--- src/rtl/dma_defs.svh ---
// --------------------------------------------------------------------------
// Global widths and sizes of the 2D DMA controller
// Included by both packages and by every RTL module
// --------------------------------------------------------------------------

`ifndef DMA_DEFS_SVH
`define DMA_DEFS_SVH

// Datapath widths
`define DMA_ADDR_W 32
`define DMA_DATA_W 32

// Descriptor field widths
`define DMA_LEN_W  16
`define DMA_REPS_W 16
`define DMA_ID_W   16

// Register port and descriptor queue
`define DMA_REG_ADDR_W 3
`define DMA_FIFO_DEPTH 4

`endif

--- src/rtl/dma_reg_pkg.sv ---
// --------------------------------------------------------------------------
// Types of the core register port of the DMA controller
// --------------------------------------------------------------------------

`include "dma_defs.svh"

package dma_reg_pkg;

  typedef logic [`DMA_DATA_W-1:0] reg_data_t;

  // Register map, one word per register
  typedef enum logic [`DMA_REG_ADDR_W-1:0] {
    REG_SRC        = 3'd0,
    REG_DST        = 3'd1,
    REG_LEN        = 3'd2,
    REG_SRC_STRIDE = 3'd3,
    REG_DST_STRIDE = 3'd4,
    REG_REPS       = 3'd5,
    REG_NEXT_ID    = 3'd6,
    REG_DONE_ID    = 3'd7
  } reg_idx_e;

  typedef struct packed {
    logic      req;
    logic      we;
    reg_idx_e  idx;
    reg_data_t wdata;
  } reg_req_t;

  typedef struct packed {
    logic      gnt;
    logic      rvalid;
    reg_data_t rdata;
  } reg_rsp_t;

endpackage

--- src/rtl/dma_xfer_pkg.sv ---
// --------------------------------------------------------------------------
// Transfer types shared by the DMA pipeline stages
// Descriptor, row burst and memory port, plus the stage FSM states
// --------------------------------------------------------------------------

`include "dma_defs.svh"

package dma_xfer_pkg;

  typedef logic [`DMA_ADDR_W-1:0] addr_t;
  typedef logic [`DMA_DATA_W-1:0] data_t;
  typedef logic [`DMA_LEN_W-1:0]  len_t;
  typedef logic [`DMA_REPS_W-1:0] reps_t;
  typedef logic [`DMA_ID_W-1:0]   xfer_id_t;

  // Full 2D transfer, strides in bytes
  typedef struct packed {
    addr_t src;
    addr_t dst;
    len_t  len;
    addr_t src_stride;
    addr_t dst_stride;
    reps_t reps;
  } nd_req_t;

  // One row of a transfer
  typedef struct packed {
    addr_t src;
    addr_t dst;
    len_t  len;
    logic  last;
  } burst_req_t;

  typedef struct packed {
    logic  req;
    logic  we;
    addr_t addr;
    data_t wdata;
  } mem_req_t;

  typedef enum logic [0:0] {
    MID_IDLE,
    MID_EMIT
  } midend_state_e;

  typedef enum logic [1:0] {
    CP_IDLE,
    CP_READ,
    CP_WAIT_DATA,
    CP_WRITE
  } copy_state_e;

endpackage

--- src/rtl/dma_copy_backend.sv ---
// --------------------------------------------------------------------------
// Copy backend, moves a row one word at a time over the memory port
// Each word is read from the source and then written to the destination
// --------------------------------------------------------------------------

`include "dma_defs.svh"

module dma_copy_backend
  import dma_xfer_pkg::*;
(
  input  logic       clk_i,
  input  logic       reset_i,
  input  burst_req_t burst_i,
  input  logic       burst_valid_i,
  output logic       burst_ready_o,
  output mem_req_t   mem_req_o,
  input  logic       mem_gnt_i,
  input  logic       mem_rvalid_i,
  input  data_t      mem_rdata_i,
  output logic       xfer_done_o,
  output logic       idle_o
);

  copy_state_e state_q;

  addr_t src_q;
  addr_t dst_q;
  len_t  len_q;
  logic  last_q;
  len_t  word_q;
  data_t data_q;
  addr_t offset;
  logic  last_word;
  logic  accept;
  logic  done_q;

  assign burst_ready_o = (state_q == CP_IDLE);
  assign idle_o        = (state_q == CP_IDLE);
  assign accept        = burst_valid_i && burst_ready_o;

  // Byte offset of the current word
  assign offset    = addr_t'({word_q, 2'b00});
  assign last_word = (word_q == len_q - len_t'(1));

  always_comb begin
    mem_req_o.req   = (state_q == CP_READ) || (state_q == CP_WRITE);
    mem_req_o.we    = (state_q == CP_WRITE);
    mem_req_o.addr  = (state_q == CP_WRITE) ? dst_q + offset : src_q + offset;
    mem_req_o.wdata = data_q;
  end

  // --------------------------------------------------------------------------
  // Burst and word datapath
  // --------------------------------------------------------------------------

  always_ff @(posedge clk_i) begin
    if (accept) begin
      src_q  <= burst_i.src;
      dst_q  <= burst_i.dst;
      len_q  <= burst_i.len;
      last_q <= burst_i.last;
      word_q <= '0;
    end else if (state_q == CP_WRITE && mem_gnt_i) begin
      word_q <= word_q + len_t'(1);
    end
    if (state_q == CP_WAIT_DATA && mem_rvalid_i) begin
      data_q <= mem_rdata_i;
    end
  end

  // --------------------------------------------------------------------------
  // Copy FSM
  // --------------------------------------------------------------------------

  always_ff @(posedge clk_i) begin
    if (reset_i) begin
      state_q <= CP_IDLE;
      done_q  <= 1'b0;
    end else begin
      done_q <= 1'b0;
      case (state_q)
        CP_IDLE: begin
          if (accept) begin
            // Empty row finishes here, no memory access
            if (burst_i.len == '0) begin
              done_q <= burst_i.last;
            end else begin
              state_q <= CP_READ;
            end
          end
        end
        CP_READ: begin
          if (mem_gnt_i) state_q <= CP_WAIT_DATA;
        end
        CP_WAIT_DATA: begin
          if (mem_rvalid_i) state_q <= CP_WRITE;
        end
        CP_WRITE: begin
          if (mem_gnt_i) begin
            if (last_word) begin
              state_q <= CP_IDLE;
              done_q  <= last_q;
            end else begin
              state_q <= CP_READ;
            end
          end
        end
        default: state_q <= CP_IDLE;
      endcase
    end
  end

  assign xfer_done_o = done_q;

endmodule

--- src/rtl/dma_nd_midend.sv ---
// --------------------------------------------------------------------------
// 2D midend, splits a descriptor into one burst per row
// Row addresses advance by the source and destination strides
// --------------------------------------------------------------------------

`include "dma_defs.svh"

module dma_nd_midend
  import dma_xfer_pkg::*;
(
  input  logic       clk_i,
  input  logic       reset_i,
  input  nd_req_t    desc_i,
  input  logic       desc_valid_i,
  output logic       desc_ready_o,
  output burst_req_t burst_o,
  output logic       burst_valid_o,
  input  logic       burst_ready_i,
  output logic       idle_o
);

  midend_state_e state_q;

  addr_t src_q;
  addr_t dst_q;
  addr_t src_stride_q;
  addr_t dst_stride_q;
  len_t  len_q;
  reps_t row_q;
  reps_t last_row_q;
  logic  last_row;

  assign desc_ready_o  = (state_q == MID_IDLE);
  assign burst_valid_o = (state_q == MID_EMIT);
  assign idle_o        = (state_q == MID_IDLE);
  assign last_row      = (row_q == last_row_q);

  always_comb begin
    burst_o.src  = src_q;
    burst_o.dst  = dst_q;
    burst_o.len  = len_q;
    burst_o.last = last_row;
  end

  // Row datapath
  always_ff @(posedge clk_i) begin
    if (desc_valid_i && desc_ready_o) begin
      src_q        <= desc_i.src;
      dst_q        <= desc_i.dst;
      src_stride_q <= desc_i.src_stride;
      dst_stride_q <= desc_i.dst_stride;
      row_q        <= '0;
      // No rows at all becomes a single empty row
      if (desc_i.reps == '0) begin
        len_q      <= '0;
        last_row_q <= '0;
      end else begin
        len_q      <= desc_i.len;
        last_row_q <= desc_i.reps - reps_t'(1);
      end
    end else if (burst_valid_o && burst_ready_i && !last_row) begin
      src_q <= src_q + src_stride_q;
      dst_q <= dst_q + dst_stride_q;
      row_q <= row_q + reps_t'(1);
    end
  end

  always_ff @(posedge clk_i) begin
    if (reset_i) begin
      state_q <= MID_IDLE;
    end else begin
      case (state_q)
        MID_IDLE: if (desc_valid_i) state_q <= MID_EMIT;
        MID_EMIT: if (burst_ready_i && last_row) state_q <= MID_IDLE;
        default:  state_q <= MID_IDLE;
      endcase
    end
  end

endmodule

--- src/rtl/dma_reg_frontend.sv ---
// --------------------------------------------------------------------------
// Register frontend of the DMA controller
// Collects a descriptor from the core port and launches it on a read of
// the next-id register; counts completions and raises the event pulse
// --------------------------------------------------------------------------

`include "dma_defs.svh"

module dma_reg_frontend
  import dma_reg_pkg::*;
  import dma_xfer_pkg::*;
(
  input  logic     clk_i,
  input  logic     reset_i,
  input  reg_req_t reg_req_i,
  output reg_rsp_t reg_rsp_o,
  output nd_req_t  desc_o,
  output logic     desc_valid_o,
  input  logic     desc_ready_i,
  input  logic     xfer_done_i,
  output logic     term_event_o
);

  // Descriptor registers
  addr_t src_q;
  addr_t dst_q;
  len_t  len_q;
  addr_t src_stride_q;
  addr_t dst_stride_q;
  reps_t reps_q;

  xfer_id_t next_id_q;
  xfer_id_t done_q;
  xfer_id_t launch_id;

  logic  launch_req;
  logic  gnt;
  logic  rd_fire;
  logic  rvalid_q;
  data_t rdata_q;
  data_t rdata_d;
  logic  term_event_q;

  // Only a launch can be held off, and only by a full queue
  assign launch_req = reg_req_i.req && !reg_req_i.we && (reg_req_i.idx == REG_NEXT_ID);
  assign gnt        = reg_req_i.req && (!launch_req || desc_ready_i);
  assign rd_fire    = gnt && !reg_req_i.we;
  assign launch_id  = next_id_q + xfer_id_t'(1);

  always_comb begin
    desc_o.src        = src_q;
    desc_o.dst        = dst_q;
    desc_o.len        = len_q;
    desc_o.src_stride = src_stride_q;
    desc_o.dst_stride = dst_stride_q;
    desc_o.reps       = reps_q;
  end

  assign desc_valid_o = launch_req;

  // --------------------------------------------------------------------------
  // Register writes
  // --------------------------------------------------------------------------

  always_ff @(posedge clk_i) begin
    if (reg_req_i.req && reg_req_i.we) begin
      case (reg_req_i.idx)
        REG_SRC:        src_q        <= reg_req_i.wdata;
        REG_DST:        dst_q        <= reg_req_i.wdata;
        REG_LEN:        len_q        <= len_t'(reg_req_i.wdata);
        REG_SRC_STRIDE: src_stride_q <= reg_req_i.wdata;
        REG_DST_STRIDE: dst_stride_q <= reg_req_i.wdata;
        REG_REPS:       reps_q       <= reps_t'(reg_req_i.wdata);
        default: ;
      endcase
    end
  end

  // --------------------------------------------------------------------------
  // Read response
  // --------------------------------------------------------------------------

  always_comb begin
    rdata_d = '0;
    case (reg_req_i.idx)
      REG_SRC:        rdata_d = src_q;
      REG_DST:        rdata_d = dst_q;
      REG_LEN:        rdata_d = data_t'(len_q);
      REG_SRC_STRIDE: rdata_d = src_stride_q;
      REG_DST_STRIDE: rdata_d = dst_stride_q;
      REG_REPS:       rdata_d = data_t'(reps_q);
      REG_NEXT_ID:    rdata_d = data_t'(launch_id);
      REG_DONE_ID:    rdata_d = data_t'(done_q);
      default: ;
    endcase
  end

  always_ff @(posedge clk_i) begin
    if (rd_fire) begin
      rdata_q <= rdata_d;
    end
  end

  // Counters and strobes
  always_ff @(posedge clk_i) begin
    if (reset_i) begin
      next_id_q    <= '0;
      done_q       <= '0;
      rvalid_q     <= 1'b0;
      term_event_q <= 1'b0;
    end else begin
      rvalid_q     <= rd_fire;
      term_event_q <= xfer_done_i;
      if (launch_req && desc_ready_i) begin
        next_id_q <= launch_id;
      end
      if (xfer_done_i) begin
        done_q <= done_q + xfer_id_t'(1);
      end
    end
  end

  always_comb begin
    reg_rsp_o.gnt    = gnt;
    reg_rsp_o.rvalid = rvalid_q;
    reg_rsp_o.rdata  = rdata_q;
  end

  assign term_event_o = term_event_q;

endmodule

--- src/rtl/dma_req_fifo.sv ---
// --------------------------------------------------------------------------
// Descriptor queue between the register frontend and the midend
// Circular buffer with valid/ready on both sides, output from flops
// --------------------------------------------------------------------------

`include "dma_defs.svh"

module dma_req_fifo #(
  parameter int unsigned DEPTH = `DMA_FIFO_DEPTH,
  parameter type         T     = logic
) (
  input  logic clk_i,
  input  logic reset_i,
  input  T     data_i,
  input  logic valid_i,
  output logic ready_o,
  output T     data_o,
  output logic valid_o,
  input  logic ready_i,
  output logic empty_o
);

  localparam int unsigned PTR_W = (DEPTH > 1) ? $clog2(DEPTH) : 1;
  localparam int unsigned CNT_W = $clog2(DEPTH + 1);

  T mem_q [DEPTH];

  logic [PTR_W-1:0] wr_ptr_q;
  logic [PTR_W-1:0] rd_ptr_q;
  logic [CNT_W-1:0] count_q;
  logic             push;
  logic             pop;

  assign ready_o = (count_q != CNT_W'(DEPTH));
  assign valid_o = (count_q != '0);
  assign empty_o = (count_q == '0);
  assign data_o  = mem_q[rd_ptr_q];

  assign push = valid_i && ready_o;
  assign pop  = valid_o && ready_i;

  always_ff @(posedge clk_i) begin
    if (push) begin
      mem_q[wr_ptr_q] <= data_i;
    end
  end

  // Pointers wrap at DEPTH, which need not be a power of two
  always_ff @(posedge clk_i) begin
    if (reset_i) begin
      wr_ptr_q <= '0;
      rd_ptr_q <= '0;
      count_q  <= '0;
    end else begin
      if (push) begin
        wr_ptr_q <= (wr_ptr_q == PTR_W'(DEPTH - 1)) ? '0 : wr_ptr_q + PTR_W'(1);
      end
      if (pop) begin
        rd_ptr_q <= (rd_ptr_q == PTR_W'(DEPTH - 1)) ? '0 : rd_ptr_q + PTR_W'(1);
      end
      if (push && !pop) begin
        count_q <= count_q + CNT_W'(1);
      end else if (pop && !push) begin
        count_q <= count_q - CNT_W'(1);
      end
    end
  end

endmodule

--- src/rtl/dma_top.sv ---
// --------------------------------------------------------------------------
// Top level of the 2D DMA controller
// Register frontend, descriptor FIFO, 2D midend and copy backend in a row
// --------------------------------------------------------------------------

`include "dma_defs.svh"

module dma_top
  import dma_reg_pkg::*;
  import dma_xfer_pkg::*;
(
  input  logic     clk_i,
  input  logic     reset_i,
  input  reg_req_t reg_req_i,
  output reg_rsp_t reg_rsp_o,
  output mem_req_t mem_req_o,
  input  logic     mem_gnt_i,
  input  logic     mem_rvalid_i,
  input  data_t    mem_rdata_i,
  output logic     term_event_o,
  output logic     busy_o
);

  nd_req_t    fe_desc;
  nd_req_t    fifo_desc;
  burst_req_t burst;

  logic fe_valid;
  logic fe_ready;
  logic fifo_valid;
  logic fifo_ready;
  logic fifo_empty;
  logic burst_valid;
  logic burst_ready;
  logic mid_idle;
  logic be_idle;
  logic xfer_done;
  logic busy_q;

  dma_reg_frontend i_frontend (
    .clk_i        ( clk_i        ),
    .reset_i      ( reset_i      ),
    .reg_req_i    ( reg_req_i    ),
    .reg_rsp_o    ( reg_rsp_o    ),
    .desc_o       ( fe_desc      ),
    .desc_valid_o ( fe_valid     ),
    .desc_ready_i ( fe_ready     ),
    .xfer_done_i  ( xfer_done    ),
    .term_event_o ( term_event_o )
  );

  dma_req_fifo #(
    .DEPTH ( `DMA_FIFO_DEPTH ),
    .T     ( nd_req_t        )
  ) i_req_fifo (
    .clk_i   ( clk_i      ),
    .reset_i ( reset_i    ),
    .data_i  ( fe_desc    ),
    .valid_i ( fe_valid   ),
    .ready_o ( fe_ready   ),
    .data_o  ( fifo_desc  ),
    .valid_o ( fifo_valid ),
    .ready_i ( fifo_ready ),
    .empty_o ( fifo_empty )
  );

  dma_nd_midend i_midend (
    .clk_i         ( clk_i       ),
    .reset_i       ( reset_i     ),
    .desc_i        ( fifo_desc   ),
    .desc_valid_i  ( fifo_valid  ),
    .desc_ready_o  ( fifo_ready  ),
    .burst_o       ( burst       ),
    .burst_valid_o ( burst_valid ),
    .burst_ready_i ( burst_ready ),
    .idle_o        ( mid_idle    )
  );

  dma_copy_backend i_backend (
    .clk_i         ( clk_i        ),
    .reset_i       ( reset_i      ),
    .burst_i       ( burst        ),
    .burst_valid_i ( burst_valid  ),
    .burst_ready_o ( burst_ready  ),
    .mem_req_o     ( mem_req_o    ),
    .mem_gnt_i     ( mem_gnt_i    ),
    .mem_rvalid_i  ( mem_rvalid_i ),
    .mem_rdata_i   ( mem_rdata_i  ),
    .xfer_done_o   ( xfer_done    ),
    .idle_o        ( be_idle      )
  );

  // Busy while any stage still holds work
  always_ff @(posedge clk_i) begin
    if (reset_i) begin
      busy_q <= 1'b0;
    end else begin
      busy_q <= !fifo_empty || !mid_idle || !be_idle;
    end
  end

  assign busy_o = busy_q;

endmodule

--- config.mk ---
export PLATFORM = sky130hd
export DESIGN_NAME = dma_top
export DESIGN_NICKNAME = d
export VERILOG_FILES = /design/src/rtl/dma_reg_pkg.sv /design/src/rtl/dma_xfer_pkg.sv /design/src/rtl/dma_copy_backend.sv /design/src/rtl/dma_nd_midend.sv /design/src/rtl/dma_reg_frontend.sv /design/src/rtl/dma_req_fifo.sv /design/src/rtl/dma_top.sv
export VERILOG_INCLUDE_DIRS = /design/src /design/src/rtl
export SDC_FILE = /design/constraint.sdc
export NUM_CORES = 1
export LEC_CHECK = 0
export ABC_AREA = 1
export BUFFER_PORTS_ARGS = -buffer_cell sky130_fd_sc_hd__buf_4
export CAP_MARGIN = 20
export CORE_MARGIN = 2
export CORE_UTILIZATION = 59
export CTS_CLUSTER_SIZE = 25
export DETAILED_ROUTE_END_ITERATION = 7
export PLACE_DENSITY = 0.76
export SETUP_SLACK_MARGIN = 0.1
export SLEW_MARGIN = 20
export SYNTH_ARGS = -nofsm -noshare
export SYNTH_HDL_FRONTEND = slang
export SYNTH_SLANG_ARGS = --single-unit
--- constraint.sdc ---
create_clock -name clk_i -period 34.9 [get_ports clk_i]
set_input_delay 8.725 -clock clk_i [delete_from_list [all_inputs] [get_ports clk_i]]
set_output_delay 8.725 -clock clk_i [all_outputs]
set_load 0.005 [all_outputs]
==> tab_implementation.tex <==
\begin{tabular}{lr}
\hline
Metric & Value \\
\hline
\multicolumn{2}{l}{\textbf{Setup path}} \\
\quad List of cells traversed by the critical path & buf\_4, inv\_1, nor3\_4, inv\_2, nor3\_1, nor2\_1, buf\_4 \\
\quad Maximum fanout along the worst path & 10 \\
\quad Worst Setup End Kind & output port \\
\quad Setup CP Type & primary input to output port \\
\quad Critical path data required time & around 26 ns \\
\quad Delay contributed by the slowest stage of the critical path & between 0.4 and 0.5 ns \\
\quad Most frequent CP cell & sky130\_fd\_sc\_hd\_\_buf\_4 \\
\quad Crit path DAT & 10.34 ns \\
\quad Setup crit start kind & primary input \\
\quad Worst path slowest cell & sky130\_fd\_sc\_hd\_\_nor3\_1 \\
\multicolumn{2}{l}{\textbf{Run}} \\
\quad Total of max-cap violations & 0 \\
\multicolumn{2}{l}{\textbf{Synth}} \\
\quad Post-synth EDFFs & 1105 \\
\quad Syn Nets & approximately 4500 \\
\quad Post-synth top area cell & sky130\_fd\_sc\_hd\_\_edfxtp\_1 \\
\quad Distinct cell type count after synthesis & 53 \\
\quad Synth async-reset ratio & 0\% \\
\quad Register bit total from synthesis & around 1200 \\
\quad Most used DFF post-synth & sky130\_fd\_sc\_hd\_\_edfxtp\_1 \\
\quad Synth warn & 0 \\
\quad Number of cells produced by synthesis & 4357 \\
\quad Mean post-synth cell area & approximately 12 sq um \\
\quad Cell types occupying the most area after synthesis & sky130\_fd\_sc\_hd\_\_edfxtp\_1 66\%, sky130\_fd\_sc\_hd\_\_nand2\_1 5.8\%, sky130\_fd\_sc\_hd\_\_nor2\_1 4.0\%, sky130\_fd\_sc\_hd\_\_o21ai\_0 3.9\%, sky130\_fd\_sc\_hd\_\_dfxtp\_1 3.2\% \\
\quad Seq/Total Area, Yosys & 69.04\% \\
\quad Combined area of all synthesized cells & 50380 sq um \\
\quad Synth top area share & 65.86\% \\
\multicolumn{2}{l}{\textbf{Global route}} \\
\quad Total global routing track utilization & 28.63\% \\
\quad Remaining global-route overflow & 0 \\
\quad Maximum number of pins on one net before global-route repair & 150 \\
\quad Vias in the first global route & 31610 \\
\quad First-pass GRT wire length & 188.1 mm \\
\quad Initial antenna violation count & 5 \\
\multicolumn{2}{l}{\textbf{Power and ir drop}} \\
\quad Post-layout total power & 4.704 mW \\
\quad Switching portion of total power & $\sim$36\% \\
\quad Pwr per Cell Area & $\sim$83 nW/um\^{}2 \\
\quad Internal power of the cells & 3.020 mW \\
\quad Share of total power in combinational logic & a little under a third \\
\quad Share of power burned in registers & 41.5\% \\
\quad Clock group share of total power & about a quarter \\
\quad Net switching power figure & 1.684 mW \\
\quad Leakage & approximately 20 nW \\
\quad Worst IR drop on VDD & between 0.06 and 0.07 mV \\
\multicolumn{2}{l}{\textbf{Floorplanning}} \\
\quad Overall die area & about 88000 sq um \\
\quad Die outline height & $\sim$300 um \\
\quad Number of cell rows & approximately 110 \\
\quad Starting density of the core & 59.36\% \\
\quad DIE WIDTH & 296.2 um \\
\quad Core Region & about 85000 sq um \\
\quad Io pins & 175 \\
\multicolumn{2}{l}{\textbf{Clock network}} \\
\quad Clk Latency, worst-skew pair & approximately 0.71 ns \\
\quad H-Tree Depth & 3 \\
\quad Number of buffers added to fix hold violations after cts & 0 \\
\quad Cells resized by post-CTS repair & 0 \\
\quad Buffer levels on the longest clock path & 3 \\
\quad Clock transition at the registers of the reported paths & about 0.060 ns \\
\quad Setup fix buffers added after clock tree synthesis & 0 \\
\quad Clock tree from TritonCTS & done \\
\quad Clock tree root buffer cell & sky130\_fd\_sc\_hd\_\_clkbuf\_16 \\
\quad Number of buffers inserted during clock tree synthesis & approximately 120 \\
\quad Clock sink count & $\sim$1200 \\
\multicolumn{2}{l}{\textbf{Route}} \\
\quad Overall routed net length & 126.1 mm \\
\quad Detailed router's first-iteration violation count & between 4000 and 5000 \\
\quad Avg WL per Cell & 21.84 um \\
\quad Drt via density & around 6 \\
\quad DRC errors left & 0 \\
\quad Routed vias & approximately 34000 \\
\quad Number of detailed-routing iterations run before antenna repair & 6 \\
\quad Remaining antenna violation count after routing & 0 \\
\multicolumn{2}{l}{\textbf{Timing}} \\
\quad Period Utilization, post-route & between 50\% and 60\% \\
\quad Worst max-slew margin expressed relative to the limit & between 20\% and 30\% \\
\quad Setup repair after global routing missed its margin & no \\
\quad Peak clock frequency supported by timing & 0.05245 GHz \\
\quad Total negative slack & 0 ns \\
\quad Final-report setup violation count & 0 \\
\quad Final worst-path setup slack & 15.83 ns \\
\quad Hold Violations, Final & 0 \\
\quad Final max-slew violation count & 0 \\
\quad Final worst hold slack & $\sim$0.45 ns \\
\quad Slew at the pin closest to its max-slew limit & approximately 1.1 ns \\
\quad Min cycle time layout & between 15 and 20 ns \\
\quad Layout Skew & approximately 0.046 ns \\
\multicolumn{2}{l}{\textbf{Finish}} \\
\quad Layout cells sized above 1 & under 10\% \\
\quad Commonest non-fill, non-tap cells in the layout & 1105 x sky130\_fd\_sc\_hd\_\_edfxtp\_1, 783 x sky130\_fd\_sc\_hd\_\_nand2\_1, 524 x sky130\_fd\_sc\_hd\_\_nor2\_1 \\
\quad Filler cell count & just over 6000 \\
\quad Area occupied by multi-input gates & $\sim$14000 sq um \\
\quad Nets & between 4000 and 5000 \\
\quad Total area of sequential cells & approximately 35000 sq um \\
\quad Area growth, synth to finish & 12.68\% \\
\quad Commonest non-fill, non-tap cell in the layout & sky130\_fd\_sc\_hd\_\_edfxtp\_1 \\
\multicolumn{2}{l}{\textbf{Placement}} \\
\quad Estimated wirelength of the detail-placed design & approximately 80 mm \\
\quad Routability-driven placement congestion ratio & slightly below 1 \\
\quad Number of input and output port buffers inserted & around 170 \\
\quad Worst slack, placed & between 15 and 20 ns \\
\multicolumn{2}{l}{\textbf{Min path}} \\
\quad Type of the most critical hold path & register to register \\
\multicolumn{2}{l}{\textbf{Status}} \\
\quad Run status & complete, no violations \\
\hline
\end{tabular}
==> logic make-up (layout without fill, tap and decap cells) <==
group,after synthesis,in the layout,share of synthesized area (%)
flops,1185,1185,69.04
xor+xnor,100,100,1.738
fa+ha+maj,98,98,2.493
compound gates,880,880,9.891
simple gates,1628,1628,13.18
buf+inv,462,733,3.576
mux,4,4,0.07947
other cells,0,3,0
==> power groups by stage <==
stage	Sequential [mW]	Combinational [mW]	Clock, mW
6_report	1.95	1.50	1.25
5_1_grt	1.97	1.67	1.32
4_1_cts	1.95	1.48	1.26
3_5_place_dp	1.98	1.47	0
3_3_place_gp	1.97	1.44	0
2_1_floorplan	1.90	1.05	0
==> per-layer routing <==
layer / GRT usage (%) / wire, um / vias to the layer above
met5: 0 / 13 / -
met4: 8.167 / 3371 / 2
met3: 5.479 / 13820 / 224
met2: 43.16 / 56980 / 1713
met1: 42.84 / 51910 / 16260
li1: - / - / 15840
==> cell type report <==
| cell class | instances | share of cell area, % |
|---|---|---|
| sequential | 1185 | 61.28 |
| multi-input combinational | 2710 | 24.45 |
| clock buffer | 144 | 5.369 |
| timing repair buffer | 215 | 2.949 |
| tap | 1144 | 2.521 |
| inverter | 302 | 2.028 |
| clock inverter | 72 | 1.386 |
| antenna | 3 | 0.01322 |
==> path summary, 6_finish.rpt <==
kind,from,endpoint,slack (ns),cells after the start
hold reg to reg,i_midend.len_q[12],i_backend.len_q[12],0.45,0
hold / removal,i_midend.len_q[12],i_backend.len_q[12],0.45,0
setup / recovery,reg_req_i[34],reg_rsp_o[33],15.83,7
setup reg to reg,register,i_midend.len_q[7],30.84,10
==> sequential cells by signal, indices dropped and copies added, names as in the netlist, 3 cells and up, named ones only <==
name,count
i_midend.src_q,32
i_midend.row_q,16
i_frontend.dst_q,32
i_frontend.dst_stride_q,32
i_midend.last_row_q,16
i_frontend.done_q,16
i_frontend.rdata_q,32
i_frontend.src_stride_q,32
i_backend.src_q,32
i_backend.data_q,32
i_frontend.reps_q,16
i_frontend.next_id_q,16
i_midend.src_stride_q,32
i_req_fifo.count_q,3
i_frontend.len_q,16
i_backend.dst_q,32
i_midend.len_q,16
i_midend.dst_stride_q,32
i_frontend.src_q,32
i_req_fifo.mem_q,640
i_backend.word_q,16
i_backend.len_q,16
i_midend.dst_q,32
==> cells in the mapped netlist (55+ instances only) <==
library cell               number
sky130_fd_sc_hd__edfxtp_1    1105
sky130_fd_sc_hd__nand2_1      785
sky130_fd_sc_hd__nor2_1       532
sky130_fd_sc_hd__o21ai_0      389
sky130_fd_sc_hd__inv_1        294
sky130_fd_sc_hd__a21oi_1      231
sky130_fd_sc_hd__nand3_1      160
sky130_fd_sc_hd__clkbuf_1     106
sky130_fd_sc_hd__o22ai_1      105
sky130_fd_sc_hd__ha_1          94
sky130_fd_sc_hd__dfxtp_1       80
sky130_fd_sc_hd__nor3_1        65
sky130_fd_sc_hd__xor2_1        55
==> metrics by stage <==
stage,cells,utilization (%),cell area [sq um]
after floorplan,4357,-,50380
after global placement,5553,62.28,52860
after detailed placement,5555,62.33,52900
after CTS,5771,66.84,56740
after global routing,5772,66.88,56760
final,5775,66.89,56770
==> critical path: cells and delay by family <==
family / cells / cell delay [ns]
AND/OR/NAND/NOR: 3 / 0.99
buffers and inverters: 4 / 0.64
(Power assumes the default switching activity.)
